**src/verilog/boot_pkg.sv**
```systemverilog
package boot_pkg;

  // one 32-bit instruction per iccm location
  localparam int unsigned ICCM_ADDR_W = 8;
  localparam int unsigned ICCM_DEPTH  = 2 ** ICCM_ADDR_W;

  // uart bit timing in system clocks
  // kept short so a simulated frame stays cheap
  localparam int unsigned CLKS_PER_BIT = 8;
  localparam int unsigned BIT_CNT_W    = $clog2(CLKS_PER_BIT);

  // received serial byte
  typedef logic [7:0] byte_t;

  // instruction word as stored in the iccm
  typedef logic [31:0] word_t;

  // iccm word address
  typedef logic [ICCM_ADDR_W-1:0] iccm_addr_t;

  // clocks counted inside one uart bit
  typedef logic [BIT_CNT_W-1:0] bit_cnt_t;

  // reserved word that ends the program stream
  localparam word_t END_MARKER = 32'h0000_0FFF;

  // loader control states
  typedef enum logic [1:0] {
    LOAD_IDLE  = 2'd0,
    LOAD_WRITE = 2'd1,
    LOAD_DONE  = 2'd2
  } load_state_e;

endpackage

```
**src/verilog/uart_rx.sv**
```systemverilog
module uart_rx (
  input  logic            clock,
  input  logic            rst_n_i,
  input  logic            rx_serial_i,
  output logic            rx_dv_o,
  output boot_pkg::byte_t rx_byte_o
);
  import boot_pkg::*;

  typedef enum logic [1:0] {
    RX_IDLE  = 2'd0,
    RX_START = 2'd1,
    RX_DATA  = 2'd2,
    RX_STOP  = 2'd3
  } rx_state_e;

  rx_state_e  state_q;
  logic       rx_meta_q;
  logic       rx_sync_q;
  bit_cnt_t   clk_cnt_q;
  logic [2:0] bit_idx_q;
  byte_t      shift_q;
  logic       dv_q;
  logic       bit_end;
  logic       half_bit;

  // sample points inside a bit period
  assign bit_end  = (clk_cnt_q == BIT_CNT_W'(CLKS_PER_BIT - 1));
  assign half_bit = (clk_cnt_q == BIT_CNT_W'(CLKS_PER_BIT / 2 - 1));

  always_ff @(posedge clock) begin
    if (!rst_n_i) begin
      // idle line is high
      rx_meta_q <= 1'b1;
      rx_sync_q <= 1'b1;
      state_q   <= RX_IDLE;
      clk_cnt_q <= '0;
      bit_idx_q <= '0;
      dv_q      <= 1'b0;
    end else begin
      rx_meta_q <= rx_serial_i;
      rx_sync_q <= rx_meta_q;
      dv_q      <= 1'b0;
      case (state_q)
        RX_IDLE: begin
          clk_cnt_q <= '0;
          bit_idx_q <= '0;
          if (!rx_sync_q) begin
            state_q <= RX_START;
          end
        end
        RX_START: begin
          if (half_bit) begin
            clk_cnt_q <= '0;
            // a high line here was only a glitch
            state_q   <= rx_sync_q ? RX_IDLE : RX_DATA;
          end else begin
            clk_cnt_q <= clk_cnt_q + 1'b1;
          end
        end
        RX_DATA: begin
          if (bit_end) begin
            clk_cnt_q <= '0;
            bit_idx_q <= bit_idx_q + 1'b1;
            if (bit_idx_q == 3'd7) begin
              state_q <= RX_STOP;
            end
          end else begin
            clk_cnt_q <= clk_cnt_q + 1'b1;
          end
        end
        RX_STOP: begin
          if (bit_end) begin
            clk_cnt_q <= '0;
            // a low stop bit drops the byte as a framing error
            dv_q      <= rx_sync_q;
            state_q   <= RX_IDLE;
          end else begin
            clk_cnt_q <= clk_cnt_q + 1'b1;
          end
        end
        default: state_q <= RX_IDLE;
      endcase
    end
  end

  // lsb arrives first so bits shift in from the top
  always_ff @(posedge clock) begin
    if (state_q == RX_DATA && bit_end) begin
      shift_q <= {rx_sync_q, shift_q[7:1]};
    end
  end

  assign rx_dv_o   = dv_q;
  assign rx_byte_o = shift_q;

  // a frame is far longer than one clock
  a_dv_single: assert property (@(posedge clock) disable iff (!rst_n_i)
    rx_dv_o |=> !rx_dv_o);

endmodule

```
**config.mk**
```make
export PLATFORM = sky130hd
export DESIGN_NAME = uart_rx
export DESIGN_NICKNAME = d
export VERILOG_FILES = /design/src/verilog/boot_pkg.sv /design/src/verilog/uart_rx.sv
export SDC_FILE = /design/constraint.sdc
export NUM_CORES = 1
export LEC_CHECK = 0
export BUFFER_PORTS_ARGS = -buffer_cell sky130_fd_sc_hd__buf_2
export CAP_MARGIN = 20
export CORE_ASPECT_RATIO = 1.25
export CORE_MARGIN = 2
export CORE_UTILIZATION = 44
export CTS_BUF_LIST = sky130_fd_sc_hd__clkbuf_2
export DETAILED_ROUTE_END_ITERATION = 7
export MAX_ROUTING_LAYER = met4
export PLACE_DENSITY_LB_ADDON = 0.3
export SYNTH_ARGS = -nofsm -noshare
export SYNTH_HDL_FRONTEND = slang
export SYNTH_SLANG_ARGS = --single-unit
```
**constraint.sdc**
```tcl
create_clock -name clock -period 1.5 [get_ports clock]
set_input_delay 0.075 -clock clock [delete_from_list [all_inputs] [get_ports clock]]
set_output_delay 0.075 -clock clock [all_outputs]
set_load 0.005 [all_outputs]
```
==> flow_metrics.tcl <==
set metrics [dict create \
    run_status "finished, final reports clean" \
    drt_wl_total_um 1170 \
    cp.buffers_inverters 1 \
    critPathSlowestCell "dfxtp_1" \
    cp-end-kind "register" \
    synth-edff-count 8 \
    syn-num-nets 70 \
    peakVddDrop_mv 0.606 \
    hold_class "in2reg" \
    drcViolationCount 0 \
    synthesis.area_per_instance_sq_um 12.1 \
    crit_arrival_ns 1.41 \
    syn_to_final_growth_pct 17.2 \
    crit_family "flip-flops" \
    via_per_inst 5.10 \
    grt_setup_unrepaired "false" \
    synth_seq_cells 19 \
    dieArea_sq_mm 0.00205 \
    cts-root-buf "clkbuf_2" \
    grt_pass1_wl_um 2000 \
    synthDistinctLibCells 22 \
    antenna_found_initial 0 \
    netlist_area_sq_um 749 \
    p_leak_nw 0.361 \
    rr_worst_depth 4 \
    setup_viol 0 \
    worstHoldStart "rst_n_i" \
    gp_congestion 0.778 \
    hold_violations 0 \
    dr.first_iter.drc_count 5 \
    skew_ns 0.00317 \
    utilization_pct 55.5 \
    timing.final.max_slew_violations 0 \
    wire_per_inst_um 11.9 \
    ys_warn_count 0 \
    gr-total-overflow 0 \
    finalPower_mw 0.790 \
    insertion_delay_ns 0.32 \
    clockBufferDepth 2 \
    max-cap-violations 0 \
    worst_pin_slew_ns 0.301 \
    cts_tree "built" \
    ios 12 \
    clock.fmax_ghz 0.737 \
    cp_max_fo 8 \
    p_per_area_mw_per_mm2 900 \
    ant_nets 0 \
    die_h_um 50.1 \
    synth-seq-area-share_pct 61.4 \
    rows 16 \
    vias 500 \
    path_class "reg2reg" \
    regToRegSetupSlack_ns 0.14 \
    critPathLaunchType "register" \
    fin_crit_ns 1.36 \
    drive_above_1_share_pct 31.3 \
    grt_pass1_vias 464 \
    numCtsBuffers 3 \
    ys.flop_type "dfxtp_1" \
    reg2reg_to "rx_byte_o[1]" \
    relSlewSlack_pct 79.8 \
    max_stage_delay_ns 0.37 \
    detail_route.first_pass.iterations 2 \
    hpwl_um 887 \
    port_buffers 11 \
    required_ns 1.55 \
    fp.dieW_um 40.9 \
    grt_max_degree 15 \
    synthArstFlopShare_pct 0 \
    antenna_cells 0 \
    syn_inst 62 \
    h-tree-depth 1 \
    r2r_start "clk_cnt_q[0]" \
    grt_use_total_pct 14.9 \
    start_util_pct 47.4 \
    clkSlewWorstSetupHoldPaths_ns 0.18 \
    fp.coreArea_sq_mm 0.00158 \
    cts_num_sinks 19 \
    path_cells "ha_1 -> nand3_2 -> or2_4 -> clkinvlp_4" \
    min_period_over_period_pct 90.4 \
    whs_path_depth 2 \
    fin_nets 89 \
    setup_tns_ns 0 \
    worstHoldEndpoint "rx_sync_q" \
]
-- cell usage after synthesis, drive strengths merged (3+ instances only) --
master   n  area share [%]
o22ai    4             3.3
edfxtp   8              32
ha       5             8.3
nand2    7             3.5
nand2b   4             3.3
inv      4             2.0
nor2     4             2.0
nand3    3             2.7
dfxtp   11              29
-- placed cells by master, fill, tap and decap left out, drive strengths merged, types with 3 or more instances in the layout --
cell,synthesis,final
buf,1,15
clkbuf,1,3
dfxtp,11,11
edfxtp,8,8
ha,5,5
inv,4,3
nand2,7,7
nand2b,4,4
nand3,3,3
nor2,4,4
o22ai,4,4
-- repair_timing --
action                     4_1_cts  5_1_grt
buffers inserted                 0        0
setup endpoints to repair        0        8
hold buffers                     1        0
hold endpoints to repair         1        0
gates resized for setup          0        1
-- sequential cells by signal, indices dropped and copies added (netlist names), named ones only --
signal / cells
bit_idx_q: 3
rx_byte_o: 8
clk_cnt_q: 3
rx_sync_q: 1
state_q: 1
rx_dv_o: 1
rx_meta_q: 1
-- where the power goes --
| group | internal, mW | total [mW] | switching (mW) | leakage [nW] |
|---|---|---|---|---|
| Sequential | 0.540 | 0.542 | 0.00251 | 0.161 |
| Combinational | 0.0123 | 0.0248 | 0.0125 | 0.184 |
| Clock | 0.0604 | 0.223 | 0.163 | 0.0164 |
-- through the flow --
step / worst slack (ns) / hold slack (ns) / std cells / cell area, sq um
2_1_floorplan: 0.0401 / 0.148 / 62 / 749
3_3_place_gp: 0.107 / 0.258 / 93 / 845
3_5_place_dp: 0.0635 / 0.268 / 93 / 845
4_1_cts: 0.0314 / 0.0321 / 98 / 875
5_1_grt: 0.0791 / 0.0308 / 98 / 878
6_report: 0.144 / 0.0296 / 98 / 878
-- worst max-delay path by stage --
stage / from / end / cells after the start
floorplan: clk_cnt_q[0] / rx_byte_o[0] / 4
global placement: clk_cnt_q[0] / rx_byte_o[3] / 4
detailed placement: clk_cnt_q[0] / rx_byte_o[6] / 4
CTS: clk_cnt_q[0] / rx_byte_o[1] / 4
global route: clk_cnt_q[0] / rx_byte_o[0] / 4
finish: clk_cnt_q[0] / rx_byte_o[1] / 4
-- layer usage --
| metal | share of wire, % | vias up | GRT usage (%) |
|---|---|---|---|
| met4 | 2.6 | 0 | 8.33 |
| met5 | 0 | - | - |
| met1 | 44 | 230 | 18.5 |
| li1 | - | 254 | - |
| met3 | 3.7 | 5 | 2.65 |
| met2 | 50 | 11 | 21.9 |
-- cell families (layout without fill, tap and decap cells) --
| family | Yosys count | after routing | synth area share (%) |
|---|---|---|---|
| AOI/OAI and AO/OA | 9 | 9 | 9.18 |
| adders and majority gates | 5 | 5 | 8.35 |
| DFF | 19 | 19 | 61.4 |
| xor gates and xnor gates | 1 | 1 | 1.17 |
| and+or+nand+nor | 22 | 22 | 16.2 |
| buffers and inverters | 6 | 24 | 3.67 |
-- final cells by class --
type	count	area, sq um
Sequential cell	19	460
Clock inverter	1	5.00
Fill cell	140	703
Multi-Input combinational cell	37	262
Inverter	4	18.8
Tap cell	18	22.5
Clock buffer	3	15.0
Timing Repair Buffer	16	95.1
(Power assumes the default switching activity.)
