--- config.mk ---
export PLATFORM = sky130hd
export DESIGN_NAME = iccm_ctrl_flat
export DESIGN_NICKNAME = d
export VERILOG_FILES = /design/src/verilog/boot_pkg.sv /design/src/verilog/pack_if.sv /design/src/verilog/iccm_ctrl.sv /design/src/flat_wrapper.sv
export SDC_FILE = /design/constraint.sdc
export NUM_CORES = 1
export LEC_CHECK = 0
export BUFFER_PORTS_ARGS = -buffer_cell sky130_fd_sc_hd__buf_2
export CORE_MARGIN = 10
export CORE_UTILIZATION = 46
export CTS_BUF_LIST = sky130_fd_sc_hd__clkbuf_8
export DETAILED_ROUTE_END_ITERATION = 16
export GPL_ROUTABILITY_DRIVEN = 0
export HOLD_SLACK_MARGIN = 0.15
export PLACE_DENSITY = 0.79
export SLEW_MARGIN = 20
export SYNTH_ARGS = -nofsm -noshare
export SYNTH_HDL_FRONTEND = slang
export SYNTH_SLANG_ARGS = --single-unit
--- constraint.sdc ---
create_clock -name clock -period 2.1 [get_ports clock]
set_input_delay 0.525 -clock clock [delete_from_list [all_inputs] [get_ports clock]]
set_output_delay 0.525 -clock clock [all_outputs]
set_load 0.02 [all_outputs]
--- src/verilog/boot_pkg.sv ---
package boot_pkg;

  // one 32-bit instruction per iccm location
  localparam int unsigned ICCM_ADDR_W = 8;
  localparam int unsigned ICCM_DEPTH  = 2 ** ICCM_ADDR_W;

  // uart bit timing in system clocks
  // kept short so a simulated frame stays cheap
  localparam int unsigned CLKS_PER_BIT = 8;
  localparam int unsigned BIT_CNT_W    = $clog2(CLKS_PER_BIT);

  // received serial byte
  typedef logic [7:0] byte_t;

  // instruction word as stored in the iccm
  typedef logic [31:0] word_t;

  // iccm word address
  typedef logic [ICCM_ADDR_W-1:0] iccm_addr_t;

  // clocks counted inside one uart bit
  typedef logic [BIT_CNT_W-1:0] bit_cnt_t;

  // reserved word that ends the program stream
  localparam word_t END_MARKER = 32'h0000_0FFF;

  // loader control states
  typedef enum logic [1:0] {
    LOAD_IDLE  = 2'd0,
    LOAD_WRITE = 2'd1,
    LOAD_DONE  = 2'd2
  } load_state_e;

endpackage

--- src/verilog/pack_if.sv ---
interface pack_if;
  import boot_pkg::*;

  // byte side, fed from the uart receiver
  logic  byte_dv;
  byte_t rx_byte;

  // word side, assembled by the packer
  logic  word_dv;
  word_t word;

  // controller tells the packer to drop partial words
  logic  clear;

  modport packer (
    input  byte_dv,
    input  rx_byte,
    input  clear,
    output word_dv,
    output word
  );

  modport ctrl (
    input  word_dv,
    input  word,
    output clear
  );

  modport source (
    output byte_dv,
    output rx_byte
  );

endinterface

--- src/verilog/iccm_ctrl.sv ---
module iccm_ctrl (
  input  logic                 clock,
  input  logic                 rst_n_i,
  pack_if.ctrl                 pk,
  output logic                 wr_en_o,
  output boot_pkg::iccm_addr_t wr_addr_o,
  output boot_pkg::word_t      wr_data_o,
  output logic                 core_rst_n_o
);
  import boot_pkg::*;

  load_state_e state_q;
  load_state_e state_d;
  iccm_addr_t  addr_q;
  word_t       data_q;
  logic        wr_en_q;
  logic        core_rst_n_q;
  logic        is_marker;

  assign is_marker = (pk.word == END_MARKER);

  always_comb begin
    state_d = state_q;
    case (state_q)
      LOAD_IDLE: begin
        if (pk.word_dv) begin
          state_d = is_marker ? LOAD_DONE : LOAD_WRITE;
        end
      end
      LOAD_WRITE: begin
        // memory is full after the last location
        if (addr_q == '1) begin
          state_d = LOAD_DONE;
        end else begin
          state_d = LOAD_IDLE;
        end
      end
      LOAD_DONE: state_d = LOAD_DONE;
      default:   state_d = LOAD_IDLE;
    endcase
  end

  always_ff @(posedge clock) begin
    if (!rst_n_i) begin
      state_q      <= LOAD_IDLE;
      addr_q       <= '0;
      wr_en_q      <= 1'b0;
      core_rst_n_q <= 1'b0;
    end else begin
      state_q <= state_d;
      wr_en_q <= (state_d == LOAD_WRITE);
      if (state_q == LOAD_WRITE) begin
        addr_q <= addr_q + 1'b1;
      end
      // core leaves reset once loading is over
      if (state_d == LOAD_DONE) begin
        core_rst_n_q <= 1'b1;
      end
    end
  end

  // word held for the write cycle
  always_ff @(posedge clock) begin
    if (state_q == LOAD_IDLE && pk.word_dv) begin
      data_q <= pk.word;
    end
  end

  assign pk.clear     = (state_q == LOAD_DONE);
  assign wr_en_o      = wr_en_q;
  assign wr_addr_o    = addr_q;
  assign wr_data_o    = data_q;
  assign core_rst_n_o = core_rst_n_q;

  // no iccm writes once the core may be fetching
  a_no_write_done: assert property (@(posedge clock) disable iff (!rst_n_i)
    (state_q == LOAD_DONE) |-> !wr_en_o);

  // core reset is only reapplied by a system reset
  a_core_rst_hold: assert property (@(posedge clock) disable iff (!rst_n_i)
    core_rst_n_o |=> core_rst_n_o);

endmodule

--- src/flat_wrapper.sv ---
// flat-port wrapper written by rule: the top's interface ports become plain ports
module iccm_ctrl_flat import boot_pkg::*;
  (clock, rst_n_i, wr_en_o, wr_addr_o, wr_data_o, core_rst_n_o, pk_word_dv, pk_word, pk_clear);
  pack_if pk_i ();
  input  logic clock;
  input  logic rst_n_i;
  output logic wr_en_o;
  output boot_pkg::iccm_addr_t wr_addr_o;
  output boot_pkg::word_t wr_data_o;
  output logic core_rst_n_o;
  input wire logic [$bits(pk_i.word_dv)-1:0] pk_word_dv;
  input wire logic [$bits(pk_i.word)-1:0] pk_word;
  output wire logic [$bits(pk_i.clear)-1:0] pk_clear;
  assign pk_i.word_dv = pk_word_dv;
  assign pk_i.word = pk_word;
  assign pk_clear = pk_i.clear;
  iccm_ctrl u_core (.clock(clock), .rst_n_i(rst_n_i), .pk(pk_i), .wr_en_o(wr_en_o), .wr_addr_o(wr_addr_o), .wr_data_o(wr_data_o), .core_rst_n_o(core_rst_n_o));
endmodule
==> impl_metrics.sql <==
INSERT INTO impl_metrics (metric_group, metric, value, unit) VALUES
('logic_synthesis', 'synth_fp_nets', '133', ''),
('worst_setup_path', 'timing.reg2reg.worst_path_depth', '5', ''),
('global_route', 'antenna_violations_before_repair', '0', ''),
('worst_setup_path', 'worst_path_max_delay_cell', 'sky130_fd_sc_hd__or4b_1', ''),
('sta', 'final.setup.tns', '0', 'ns'),
('sta', 'hold_ws', '0.420', 'ns'),
('worst_setup_path', 'crit_path_required_time', '2.33', 'ns'),
('sta', 'rsz_0062_raised_after_global_routing', 'false', ''),
('logic_synthesis', 'ys_seq_elements', '44', ''),
('drt', 'routed-via-count', '1081', ''),
('logic_synthesis', 'postSynthAreaPerCell', '16.0', 'um^2'),
('worst_setup_path', 'critical-path-max-stage-delay', '0.57', 'ns'),
('drt', 'remaining_drc_errors', '0', ''),
('die', 'boundaryPins', '78', ''),
('clocking', 'cts_setup_buffers', '0', ''),
('worst_setup_path', 'critical_path.max_fanout', '2', ''),
('clocking', 'maximum_count_of_clock_buffers_along_a_single_path', '2', ''),
('logic_synthesis', 'synthesis.instances', '97', ''),
('clocking', 'cts-root-buf', 'sky130_fd_sc_hd__clkbuf_8', ''),
('run', 'drv_cap', '0', ''),
('logic_synthesis', 'mappedNetlistArea', '1550', 'um^2'),
('global_route', 'overflow', '0', ''),
('die', 'chip_width', '78.1', 'um'),
('final_layout', 'final_layout_size_suffix_gt1_share', '47.3', '%'),
('sta', 'layout_min_cycle_time', '1.70', 'ns'),
('global_route', 'grt_pass1_vias', '1133', ''),
('final_layout', 'nets', '217', ''),
('place', 'io_buffer_count', '77', ''),
('clocking', 'cts_buffers', '5', ''),
('die', 'core_area', '3280', 'um^2'),
('global_route', 'track_usage', '11.6', '%'),
('sta', 'clock_skew', '0.00643', 'ns'),
('worst_setup_path', 'worstReg2RegStart', 'u_core.wr_addr_o[0]$_SDFFE_PN0P_', ''),
('sta', 'final_max_slew_viol_count', '0', ''),
('pwr', 'leakage_power_total', '0.907', 'nW'),
('worst_setup_path', 'timing.critical_path.from_type', 'input pin', ''),
('final_layout', 'area_overhead_vs_synth', '37.4', '%'),
('worst_setup_path', 'timing.critical_path.to_type', 'register', ''),
('worst_setup_path', 'crit_buf_inv', '1', ''),
('pwr', 'power.ir.vdd_worst', '0.537', 'mV'),
('final_layout', 'design_area', '2130', 'um^2'),
('final_layout', 'insertedDiodeCount', '0', ''),
('drt', 'avgRoutedWirePerCell', '16.2', 'um'),
('worst_setup_path', 'critical_path.startpoint', 'pk_word[21]', ''),
('worst_setup_path', 'r2r-end', 'u_core.core_rst_n_o$_SDFFE_PN0N_', ''),
('worst_hold_path', 'hold_start', 'pk_word[30]', ''),
('drt', 'drt_first_pass_iters', '4', ''),
('worst_setup_path', 'path_class', 'in -> reg', ''),
('die', 'initial_utilization', '47.2', '%'),
('sta', 'setup_viol_count_final', '0', ''),
('run_status', 'result_of_the_run', 'finished clean', ''),
('worst_setup_path', 'cpLargestDelayFamily', 'simple AND/OR/NAND/NOR gates', ''),
('sta', 'timing.fmax', '0.587', 'GHz'),
('final_layout', 'layout.cells.most_common', 'sky130_fd_sc_hd__buf_2', ''),
('worst_hold_path', 'worst_hold_path.endpoint', 'u_core.wr_data_o[30]$_DFFE_PP_', ''),
('place', 'placedInstanceArea', '2010', 'um^2'),
('sta', 'slew_headroom', '69.1', '%'),
('clocking', 'h-tree-depth', '2', ''),
('drt', 'routed_wl', '3690', 'um'),
('pwr', 'cellPowerDensity', '854', 'nW/um^2'),
('worst_setup_path', 'worst-r2r-setup-slack', '0.58', 'ns'),
('sta', 'final_worst_path_cycle_share', '81.2', '%'),
('drt', 'detail-route-antenna-nets', '0', ''),
('drt', 'drt_iter0_markers', '72', ''),
('global_route', 'grt_start_max_net_pins', '29', ''),
('sta', 'final_hold_viol_count', '0', ''),
('worst_setup_path', 'crit_chain', 'buf_2 -> nor4_1 -> nand4_1 -> or4b_1 -> a21boi_1', ''),
('clocking', 'postCtsHoldBufs', '0', ''),
('die', 'die_area', '6100', 'um^2'),
('clocking', 'clock-sinks', '44', ''),
('worst_setup_path', 'worst_ep_arrival_time', '1.93', 'ns');
report_power, final:
| part | internal (mW) | leakage (nW) | total, mW | switching, mW |
|---|---|---|---|---|
| registers | 0.979 | 0.405 | 0.990 | 0.0114 |
| logic | 0.0616 | 0.440 | 0.167 | 0.106 |
| clock network | 0.389 | 0.0614 | 0.664 | 0.275 |
| total | 1.43 | 0.907 | 1.82 | 0.392 |
through the flow:
stage / total power, mW / cells / setup slack (ns)
floorplan: 1.09 / 97 / 0.183
global placement: 1.18 / 220 / 0.132
detailed placement: 1.18 / 220 / 0.0716
CTS: 1.85 / 228 / 0.383
global route: 1.89 / 228 / 0.297
finish: 1.82 / 228 / 0.395
per-layer routing:
| metal | vias to the layer above | part of all wire [%] | track usage [%] |
|---|---|---|---|
| li1 | 536 | - | - |
| met1 | 486 | 38 | 11.7 |
| met2 | 53 | 51 | 20.3 |
| met3 | 6 | 10 | 5.81 |
| met4 | 0 | 1.0 | 3.76 |
| met5 | - | 0 | 0 |
layout make-up:
type | instances | area, um^2
multi-input cells | 49 | 335
clock buffers | 6 | 82.6
inverters | 3 | 11.3
clock inverters | 2 | 38.8
repair buffers | 78 | 405
flip-flops and latches | 44 | 1200
fillers | 251 | 1150
well taps | 46 | 57.6
state kept, by name, summed over array words and instances (netlist names):
name / cells
u_core.wr_data_o: 32
u_core.wr_addr_o: 8
u_core.state_q: 2
u_core.core_rst_n_o: 1
u_core.wr_en_o: 1
synthesized netlist by cell type:
cell / instances / area share (%)
sky130_fd_sc_hd__nand2_1: 3 / 0.73
sky130_fd_sc_hd__a21boi_1: 2 / 0.97
sky130_fd_sc_hd__nor4_1: 6 / 2.4
sky130_fd_sc_hd__nor4b_1: 1 / 0.56
sky130_fd_sc_hd__o21ai_0: 1 / 0.32
sky130_fd_sc_hd__ha_1: 1 / 0.81
sky130_fd_sc_hd__or3b_1: 1 / 0.56
sky130_fd_sc_hd__or3_1: 1 / 0.40
sky130_fd_sc_hd__clkbuf_1: 1 / 0.24
sky130_fd_sc_hd__edfxtp_1: 32 / 62
sky130_fd_sc_hd__nor2b_1: 2 / 0.81
sky130_fd_sc_hd__nand4_1: 6 / 2.4
sky130_fd_sc_hd__and2_1: 6 / 2.4
sky130_fd_sc_hd__dfxtp_1: 12 / 15
sky130_fd_sc_hd__nand3b_1: 1 / 0.48
sky130_fd_sc_hd__xnor2_1: 5 / 2.8
sky130_fd_sc_hd__mux2i_1: 1 / 0.65
sky130_fd_sc_hd__or4b_1: 1 / 0.65
sky130_fd_sc_hd__a21boi_0: 1 / 0.48
sky130_fd_sc_hd__nor2_1: 4 / 0.97
sky130_fd_sc_hd__and2b_1: 1 / 0.48
sky130_fd_sc_hd__inv_1: 3 / 0.73
sky130_fd_sc_hd__nor3_1: 1 / 0.32
sky130_fd_sc_hd__nor3b_1: 1 / 0.48
sky130_fd_sc_hd__xor2_1: 1 / 0.56
sky130_fd_sc_hd__and4b_1: 2 / 1.3
how the worst max path moves through the flow:
stage                               endpoint  depth (start not counted)
5_1_grt         u_core.state_q[1]$_SDFF_PN0_                          5
2_1_floorplan  u_core.wr_data_o[0]$_DFFE_PP_                          2
6_report        u_core.state_q[1]$_SDFF_PN0_                          5
4_1_cts         u_core.state_q[1]$_SDFF_PN0_                          5
3_5_place_dp    u_core.state_q[1]$_SDFF_PN0_                          5
3_3_place_gp    u_core.state_q[1]$_SDFF_PN0_                          5
cell families (layout without fill, tap and decap cells):
family / count (synthesis) / after routing / share of synthesized area [%]
AND/OR/NAND/NOR: 37 / 37 / 15.0
XOR/XNOR: 6 / 6 / 3.39
multiplexers: 1 / 1 / 0.645
adder cells (fa/ha/maj): 1 / 1 / 0.806
AO/OA/AOI/OAI: 4 / 4 / 1.77
flip-flops: 44 / 44 / 77.4
buffers and inverters: 4 / 89 / 0.967
Note: power is estimated with default switching activity, not from simulation.
