$ cat config.mk
export PLATFORM = sky130hd
export DESIGN_NAME = word_packer_flat
export DESIGN_NICKNAME = d
export VERILOG_FILES = /design/src/verilog/boot_pkg.sv /design/src/verilog/pack_if.sv /design/src/verilog/word_packer.sv /design/src/flat_wrapper.sv
export SDC_FILE = /design/constraint.sdc
export NUM_CORES = 1
export LEC_CHECK = 0
export BUFFER_PORTS_ARGS = -buffer_cell sky130_fd_sc_hd__buf_2
export CAP_MARGIN = 0
export CORE_ASPECT_RATIO = 1.1
export CORE_UTILIZATION = 35
export DETAILED_ROUTE_END_ITERATION = 16
export REMOVE_ABC_BUFFERS = 1
export SYNTH_ARGS = -nofsm -noshare
export SYNTH_HDL_FRONTEND = slang
export SYNTH_SLANG_ARGS = --single-unit
$ cat constraint.sdc
create_clock -name clock -period 2.3 [get_ports clock]
set_input_delay 0.69 -clock clock [delete_from_list [all_inputs] [get_ports clock]]
set_output_delay 0.69 -clock clock [all_outputs]
set_load 0.01 [all_outputs]
$ cat src/verilog/boot_pkg.sv
package boot_pkg;

  // one 32-bit instruction per iccm location
  localparam int unsigned ICCM_ADDR_W = 8;
  localparam int unsigned ICCM_DEPTH  = 2 ** ICCM_ADDR_W;

  // uart bit timing in system clocks
  // kept short so a simulated frame stays cheap
  localparam int unsigned CLKS_PER_BIT = 8;
  localparam int unsigned BIT_CNT_W    = $clog2(CLKS_PER_BIT);

  // received serial byte
  typedef logic [7:0] byte_t;

  // instruction word as stored in the iccm
  typedef logic [31:0] word_t;

  // iccm word address
  typedef logic [ICCM_ADDR_W-1:0] iccm_addr_t;

  // clocks counted inside one uart bit
  typedef logic [BIT_CNT_W-1:0] bit_cnt_t;

  // reserved word that ends the program stream
  localparam word_t END_MARKER = 32'h0000_0FFF;

  // loader control states
  typedef enum logic [1:0] {
    LOAD_IDLE  = 2'd0,
    LOAD_WRITE = 2'd1,
    LOAD_DONE  = 2'd2
  } load_state_e;

endpackage

$ cat src/verilog/pack_if.sv
interface pack_if;
  import boot_pkg::*;

  // byte side, fed from the uart receiver
  logic  byte_dv;
  byte_t rx_byte;

  // word side, assembled by the packer
  logic  word_dv;
  word_t word;

  // controller tells the packer to drop partial words
  logic  clear;

  modport packer (
    input  byte_dv,
    input  rx_byte,
    input  clear,
    output word_dv,
    output word
  );

  modport ctrl (
    input  word_dv,
    input  word,
    output clear
  );

  modport source (
    output byte_dv,
    output rx_byte
  );

endinterface

$ cat src/verilog/word_packer.sv
module word_packer (
  input logic    clock,
  input logic    rst_n_i,
  pack_if.packer pk
);
  import boot_pkg::*;

  logic [1:0] byte_cnt_q;
  word_t      word_q;
  logic       word_dv_q;
  logic       take_byte;

  // bytes are ignored while the controller holds clear
  assign take_byte = pk.byte_dv && !pk.clear;

  always_ff @(posedge clock) begin
    if (!rst_n_i) begin
      byte_cnt_q <= '0;
      word_dv_q  <= 1'b0;
    end else begin
      word_dv_q <= take_byte && (byte_cnt_q == 2'd3);
      if (pk.clear) begin
        byte_cnt_q <= '0;
      end else if (take_byte) begin
        byte_cnt_q <= byte_cnt_q + 1'b1;
      end
    end
  end

  // first byte lands in bits 7:0
  always_ff @(posedge clock) begin
    if (take_byte) begin
      word_q[{byte_cnt_q, 3'b000} +: 8] <= pk.rx_byte;
    end
  end

  assign pk.word_dv = word_dv_q;
  assign pk.word    = word_q;

  // every word completes on a byte from the receiver
  a_word_after_byte: assert property (@(posedge clock) disable iff (!rst_n_i)
    pk.word_dv |-> $past(pk.byte_dv));

endmodule

$ cat src/flat_wrapper.sv
// flat-port wrapper written by rule: the top's interface ports become plain ports
module word_packer_flat import boot_pkg::*;
  (clock, rst_n_i, pk_byte_dv, pk_rx_byte, pk_clear, pk_word_dv, pk_word);
  pack_if pk_i ();
  input logic clock;
  input logic rst_n_i;
  input wire logic [$bits(pk_i.byte_dv)-1:0] pk_byte_dv;
  input wire logic [$bits(pk_i.rx_byte)-1:0] pk_rx_byte;
  input wire logic [$bits(pk_i.clear)-1:0] pk_clear;
  output wire logic [$bits(pk_i.word_dv)-1:0] pk_word_dv;
  output wire logic [$bits(pk_i.word)-1:0] pk_word;
  assign pk_i.byte_dv = pk_byte_dv;
  assign pk_i.rx_byte = pk_rx_byte;
  assign pk_i.clear = pk_clear;
  assign pk_word_dv = pk_i.word_dv;
  assign pk_word = pk_i.word;
  word_packer u_core (.clock(clock), .rst_n_i(rst_n_i), .pk(pk_i));
endmodule
==> impl_metrics.json, run 1 <==
{
  "fin_area_um2": 1800,
  "io_buffers": 44,
  "drv_cap": 0,
  "arrival_ps": 1940,
  "max_freq_mhz": 523.6,
  "maxSlewViolCount": 0,
  "synth_area_leader_cell": "edfxtp_1",
  "ys_ff_latch": 35,
  "routed_wirelength_um": 2499,
  "yosysSeqAreaShare": 0.7047,
  "hold_viol_final": 0,
  "rsz0062_at_grt": "no",
  "ant_nets": 0,
  "critPathCaptureType": "flop",
  "synth_area_leaders": "edfxtp_1 (66%), and2_1 (13%), ha_1 (4.3%), dfxtp_1 (4.1%), nor2_1 (2.1%)",
  "grt_use_total": 0.1254,
  "dpl-instance-area_um2": 1723,
  "fp.dieArea_um2": 4401,
  "grt_max_degree": 12,
  "rr_worst_depth": 4,
  "whs_ps": 561.0,
  "drtIter0Drc": 14,
  "power_uw": 1175,
  "hpwl_um": 1953,
  "syn_area_um2": 1449,
  "p_leak_uw": 0.0007393,
  "root_buffer": "clkbuf_8",
  "clk_path_buf_depth": 2,
  "synth.distinct_cells": 18,
  "cp_max_fo": 11,
  "final_cell_mix": "buf_2 (44), edfxtp_1 (32), and2_1 (30)",
  "fill_cells": 373,
  "relSlewSlack": 0.7155,
  "vias_per_cell": 4.426,
  "drt-pass1-iter-count": 4,
  "rrSetupSlack_ps": 390,
  "cts.sinks": 35,
  "reg2reg_to": "u_core.pk.word[1]",
  "start_kind": "flop",
  "clkTransAtPathRegs_ps": 60,
  "criticalPathCategory": "reg2reg",
  "setup_viol": 0,
  "ir_worst_vdd_mv": 0.2314,
  "min_path_type": "reg2reg",
  "wl_per_cell_um": 12.69,
  "worstSetupStartpoint": "u_core.byte_cnt_q[0]",
  "period_minus_slack_ps": 1910,
  "critPathCapture": "u_core.pk.word[1]",
  "antenna_found_initial": 0,
  "grt_pass1_vias": 846,
  "vias": 872,
  "ios": 45,
  "area_growth_pct": 24.27,
  "worst_ep_required_time_ps": 2330,
  "min_period_over_period": 0.8304,
  "postCtsSetupBuffers": 0,
  "place_congestion": 0.7223,
  "grt_pass1_wl_um": 3953,
  "synth_warnings": 0,
  "timing.rr.start": "u_core.byte_cnt_q[0]",
  "holdPathStages": 2,
  "route.detailed.drc": 0,
  "htree_levels": 2,
  "worstMarginPinSlew_ps": 426.2,
  "cts_resized": 0,
  "grt-ovfl-total": 0,
  "cts_inserted_buffers": 5,
  "layout.nets": 162,
  "holdBufCountCts": 0,
  "status": "finished clean",
  "timing.setup.tns_ps": 0,
  "antenna_cells": 0,
  "synth_area_per_cell_um2": 15.25,
  "cts_tree": "yes",
  "start_util": 0.3655,
  "clock_latency_ps": 280,
  "worst_clock_skew_ps": 5.346,
  "rows": 24,
  "die_w_um": 63.35,
  "layout-drive-gt1-share": 0.3586,
  "pwr_density_cell_nw_per_um2": 652.7,
  "synth_cells": 95,
  "die_height_um": 69.48,
  "synth.top_cell.area_share": 0.6632,
  "layout_commonest_cell": "buf_2",
  "core-area_um2": 3964
}
## worst min path at each step
stage | from | end | slack, ps
2_1_floorplan | u_core.byte_cnt_q[1] | u_core.byte_cnt_q[1] | 510
5_1_grt | u_core.byte_cnt_q[1] | u_core.byte_cnt_q[1] | 610
6_report | u_core.byte_cnt_q[1] | u_core.byte_cnt_q[1] | 560
3_3_place_gp | u_core.byte_cnt_q[1] | u_core.byte_cnt_q[1] | 540
4_1_cts | u_core.byte_cnt_q[1] | u_core.byte_cnt_q[1] | 560
3_5_place_dp | u_core.byte_cnt_q[1] | u_core.byte_cnt_q[1] | 560
## routing by layer
layer	wire length, um	GRT usage
met2	1210	0.2045
met1	1029	0.1373
met5	0	0
met4	67	0.06818
met3	192	0.05099
## flip-flops by register name (all words and copies together) (netlist names)
name,count
u_core.pk.word,32
u_core.byte_cnt_q,2
u_core.pk.word_dv,1
## per-stage QoR
| step | setup slack, ps | std cells | util |
|---|---|---|---|
| 3_5_place_dp | 380.2 | 190 | 0.4347 |
| 6_report | 390.1 | 197 | 0.4542 |
| 3_3_place_gp | 437.4 | 190 | 0.4347 |
| 5_1_grt | 225.3 | 197 | 0.4542 |
| 2_1_floorplan | 644.2 | 94 | - |
| 4_1_cts | 373.8 | 197 | 0.4542 |
## power breakdown
part | leakage, uW | switching (uW) | internal [uW]
clock network | 0.0000414 | 188 | 201
logic | 0.000361 | 43.1 | 33.7
registers | 0.000337 | 6.03 | 704
total | 0.000739 | 237 | 938
## cell type report
class                   count  area (um^2)  area share
flip-flops and latches     35         1021      0.5671
multi-input cells          57        409.1      0.2272
repair buffers             44        220.2      0.1223
clock buffers               5        68.82     0.03822
well taps                  52        65.06     0.03614
clock inverters             2        8.758    0.004864
inverters                   2        7.507    0.004170
## cell usage after synthesis
library cell / number
nand2b_1: 3
nor3b_2: 1
inv_1: 2
edfxtp_1: 32
and3_1: 1
mux2i_1: 1
or3b_1: 2
and3b_1: 1
xnor2_1: 1
ha_1: 5
nor4b_4: 1
nand2_1: 1
and2_1: 30
and4bb_1: 1
dfxtp_1: 3
nor2_1: 8
buf_6: 1
nor2b_1: 1
## kinds of logic after synthesis
kind of cell / share of synthesized area
adders and majority gates: 0.04318
muxes: 0.006909
and+or+nand+nor: 0.2263
buffers and inverters: 0.01295
xor gates and xnor gates: 0.006046
DFF: 0.7047
## worst max-delay path: stages (launching register included)
cell and delay (ps):
dfxtp_1 580, inv_1 150, ha_1 460, and4bb_1 290, and2_1 180
(Power assumes the default switching activity.)
==> run 2, diff against run 1 <==
==> constraint.sdc (replaced) <==
create_clock -name clock -period 2 [get_ports clock]
set_input_delay 0.6 -clock clock [delete_from_list [all_inputs] [get_ports clock]]
set_output_delay 0.6 -clock clock [all_outputs]
set_load 0.01 [all_outputs]
==> impl_metrics.json, run 2 (synthesized netlist as in run 1, its figures left out) <==
{
  "vias": 868,
  "core-area_um2": 3964,
  "p_sw_uw": 278.8,
  "area_growth_pct": 24.78,
  "cts_resized": 0,
  "rows": 24,
  "cp_slowest_cell": "ha_1",
  "hold_viol_final": 0,
  "wl_met3_um": 184,
  "min_path_type": "reg2reg",
  "start_kind": "flop",
  "maxSlewViolCount": 0,
  "layout_commonest_cell": "buf_2",
  "die_height_um": 69.48,
  "cts.sinks": 35,
  "worst_ep_required_time_ps": 2040,
  "hpwl_um": 1954,
  "arrival_ps": 1650,
  "grt-ovfl-total": 0,
  "drv_cap": 0,
  "antenna_found_initial": 0,
  "critical_path.cell_chain": "inv_1, ha_1, and4bb_1, and2_1",
  "place_congestion": 0.7227,
  "max_freq_mhz": 620.8,
  "met2WireLength_um": 1222,
  "worstMarginPinSlew_ps": 378.0,
  "pwr_density_cell_nw_per_um2": 751.9,
  "clkTransAtPathRegs_ps": 60,
  "period_minus_slack_ps": 1611,
  "layout.nets": 163,
  "ant_nets": 0,
  "p_leak_uw": 0.0007446,
  "fp.dieArea_um2": 4401,
  "seq_power_share": 0.598,
  "vias_per_cell": 4.384,
  "critPathCaptureType": "flop",
  "setup_viol": 0,
  "die_w_um": 63.35,
  "final_cell_mix": "buf_2 (44), edfxtp_1 (32), and2_1 (30)",
  "drtIter0Drc": 23,
  "drt-pass1-iter-count": 4,
  "antenna_cells": 0,
  "highest_layer": "met4",
  "timing.setup.tns_ps": 0,
  "fin_area_um2": 1808,
  "cp_max_fo": 8,
  "status": "finished clean",
  "grt_pass1_wl_um": 3960,
  "worst_clock_skew_ps": 4.215,
  "htree_levels": 2,
  "ios": 45,
  "p_int_uw": 1081,
  "root_buffer": "clkbuf_8",
  "clockPowerShare": 0.333,
  "largest_reg_flops": 32,
  "rsz0062_at_grt": "no",
  "fill_cells": 367,
  "clock_latency_ps": 280,
  "min_period_over_period": 0.8054,
  "layout-drive-gt1-share": 0.3630,
  "grt_max_degree": 11,
  "cts_tree": "yes",
  "wl_per_cell_um": 12.74,
  "grt_pass1_vias": 845,
  "criticalPathCategory": "reg2reg",
  "route.detailed.drc": 0,
  "postCtsSetupBuffers": 0,
  "ir_worst_vdd_mv": 0.2880,
  "holdBufCountCts": 0,
  "cts_inserted_buffers": 5,
  "routed_wirelength_um": 2522,
  "start_util": 0.3655,
  "clk_path_buf_depth": 2,
  "sw_frac_of_total": 0.2051,
  "wl_met1_um": 1079,
  "grt_use_total": 0.1249,
  "p_comb_frac": 0.068,
  "relSlewSlack": 0.7480,
  "io_buffers": 44,
  "cpPeakStageDelay_ps": 430,
  "dpl-instance-area_um2": 1730
}
-- run 2: cell types whose count changed in the layout (fill, tap and decap cells not counted), sizes merged --
cell | before | now
buf | 44 | 45
-- run 2: per-stage QoR --
step           utilization  power [uW]  cells  setup slack (ps)  hold slack (ps)
6_report            0.4561        1359    198             389.2            555.8
2_1_floorplan            -       881.0     94             344.2            513.6
3_3_place_gp        0.4366       920.7    191             312.6            549.0
4_1_cts             0.4561        1377    198             384.7            560.4
3_5_place_dp        0.4366       923.1    191             272.5            555.4
5_1_grt             0.4561        1415    198             269.2            578.6
-- run 2: final cells by class --
type                    instances  area [um^2]  area share
multi-input cells              57        409.1      0.2263
clock inverters                 2        8.758    0.004844
well taps                      52        65.06     0.03599
repair buffers                 45        227.7      0.1260
flip-flops and latches         35         1021      0.5647
clock buffers                   5        68.82     0.03806
inverters                       2        7.507    0.004152
-- run 2: power groups by stage --
stage,sequential (uW),combinational (uW),clock (uW)
after floorplan,838,42.8,0
after global placement,829,91.8,0
after detailed placement,829,93.9,0
after CTS,813,94.3,470
after global routing,814,103,498
final,814,92.7,453
-- run 2: worst paths after layout --
kind                         from              endpoint  slack [ps]  depth (start not counted)
max          u_core.byte_cnt_q[1]     u_core.pk.word[7]         390                          4
min          u_core.byte_cnt_q[1]  u_core.byte_cnt_q[1]         560                          2
max reg2reg  u_core.byte_cnt_q[1]     u_core.pk.word[7]         390                          4
min reg2reg  u_core.byte_cnt_q[1]  u_core.byte_cnt_q[1]         560                          2
-- run 2: critical path: cells and delay by family (launching register included) --
kind / cells / cell delay, ps
buffers and inverters: 1 / 90
adder cells (fa/ha/maj): 1 / 430
flip-flops: 1 / 370
AND/OR/NAND/NOR: 2 / 470
-- run 2: per-layer routing --
layer | track usage | vias to the layer above
li1 | - | 427
met1 | 0.1444 | 396
met2 | 0.2009 | 40
met3 | 0.04605 | 5
met4 | 0.06313 | 0
met5 | 0 | -
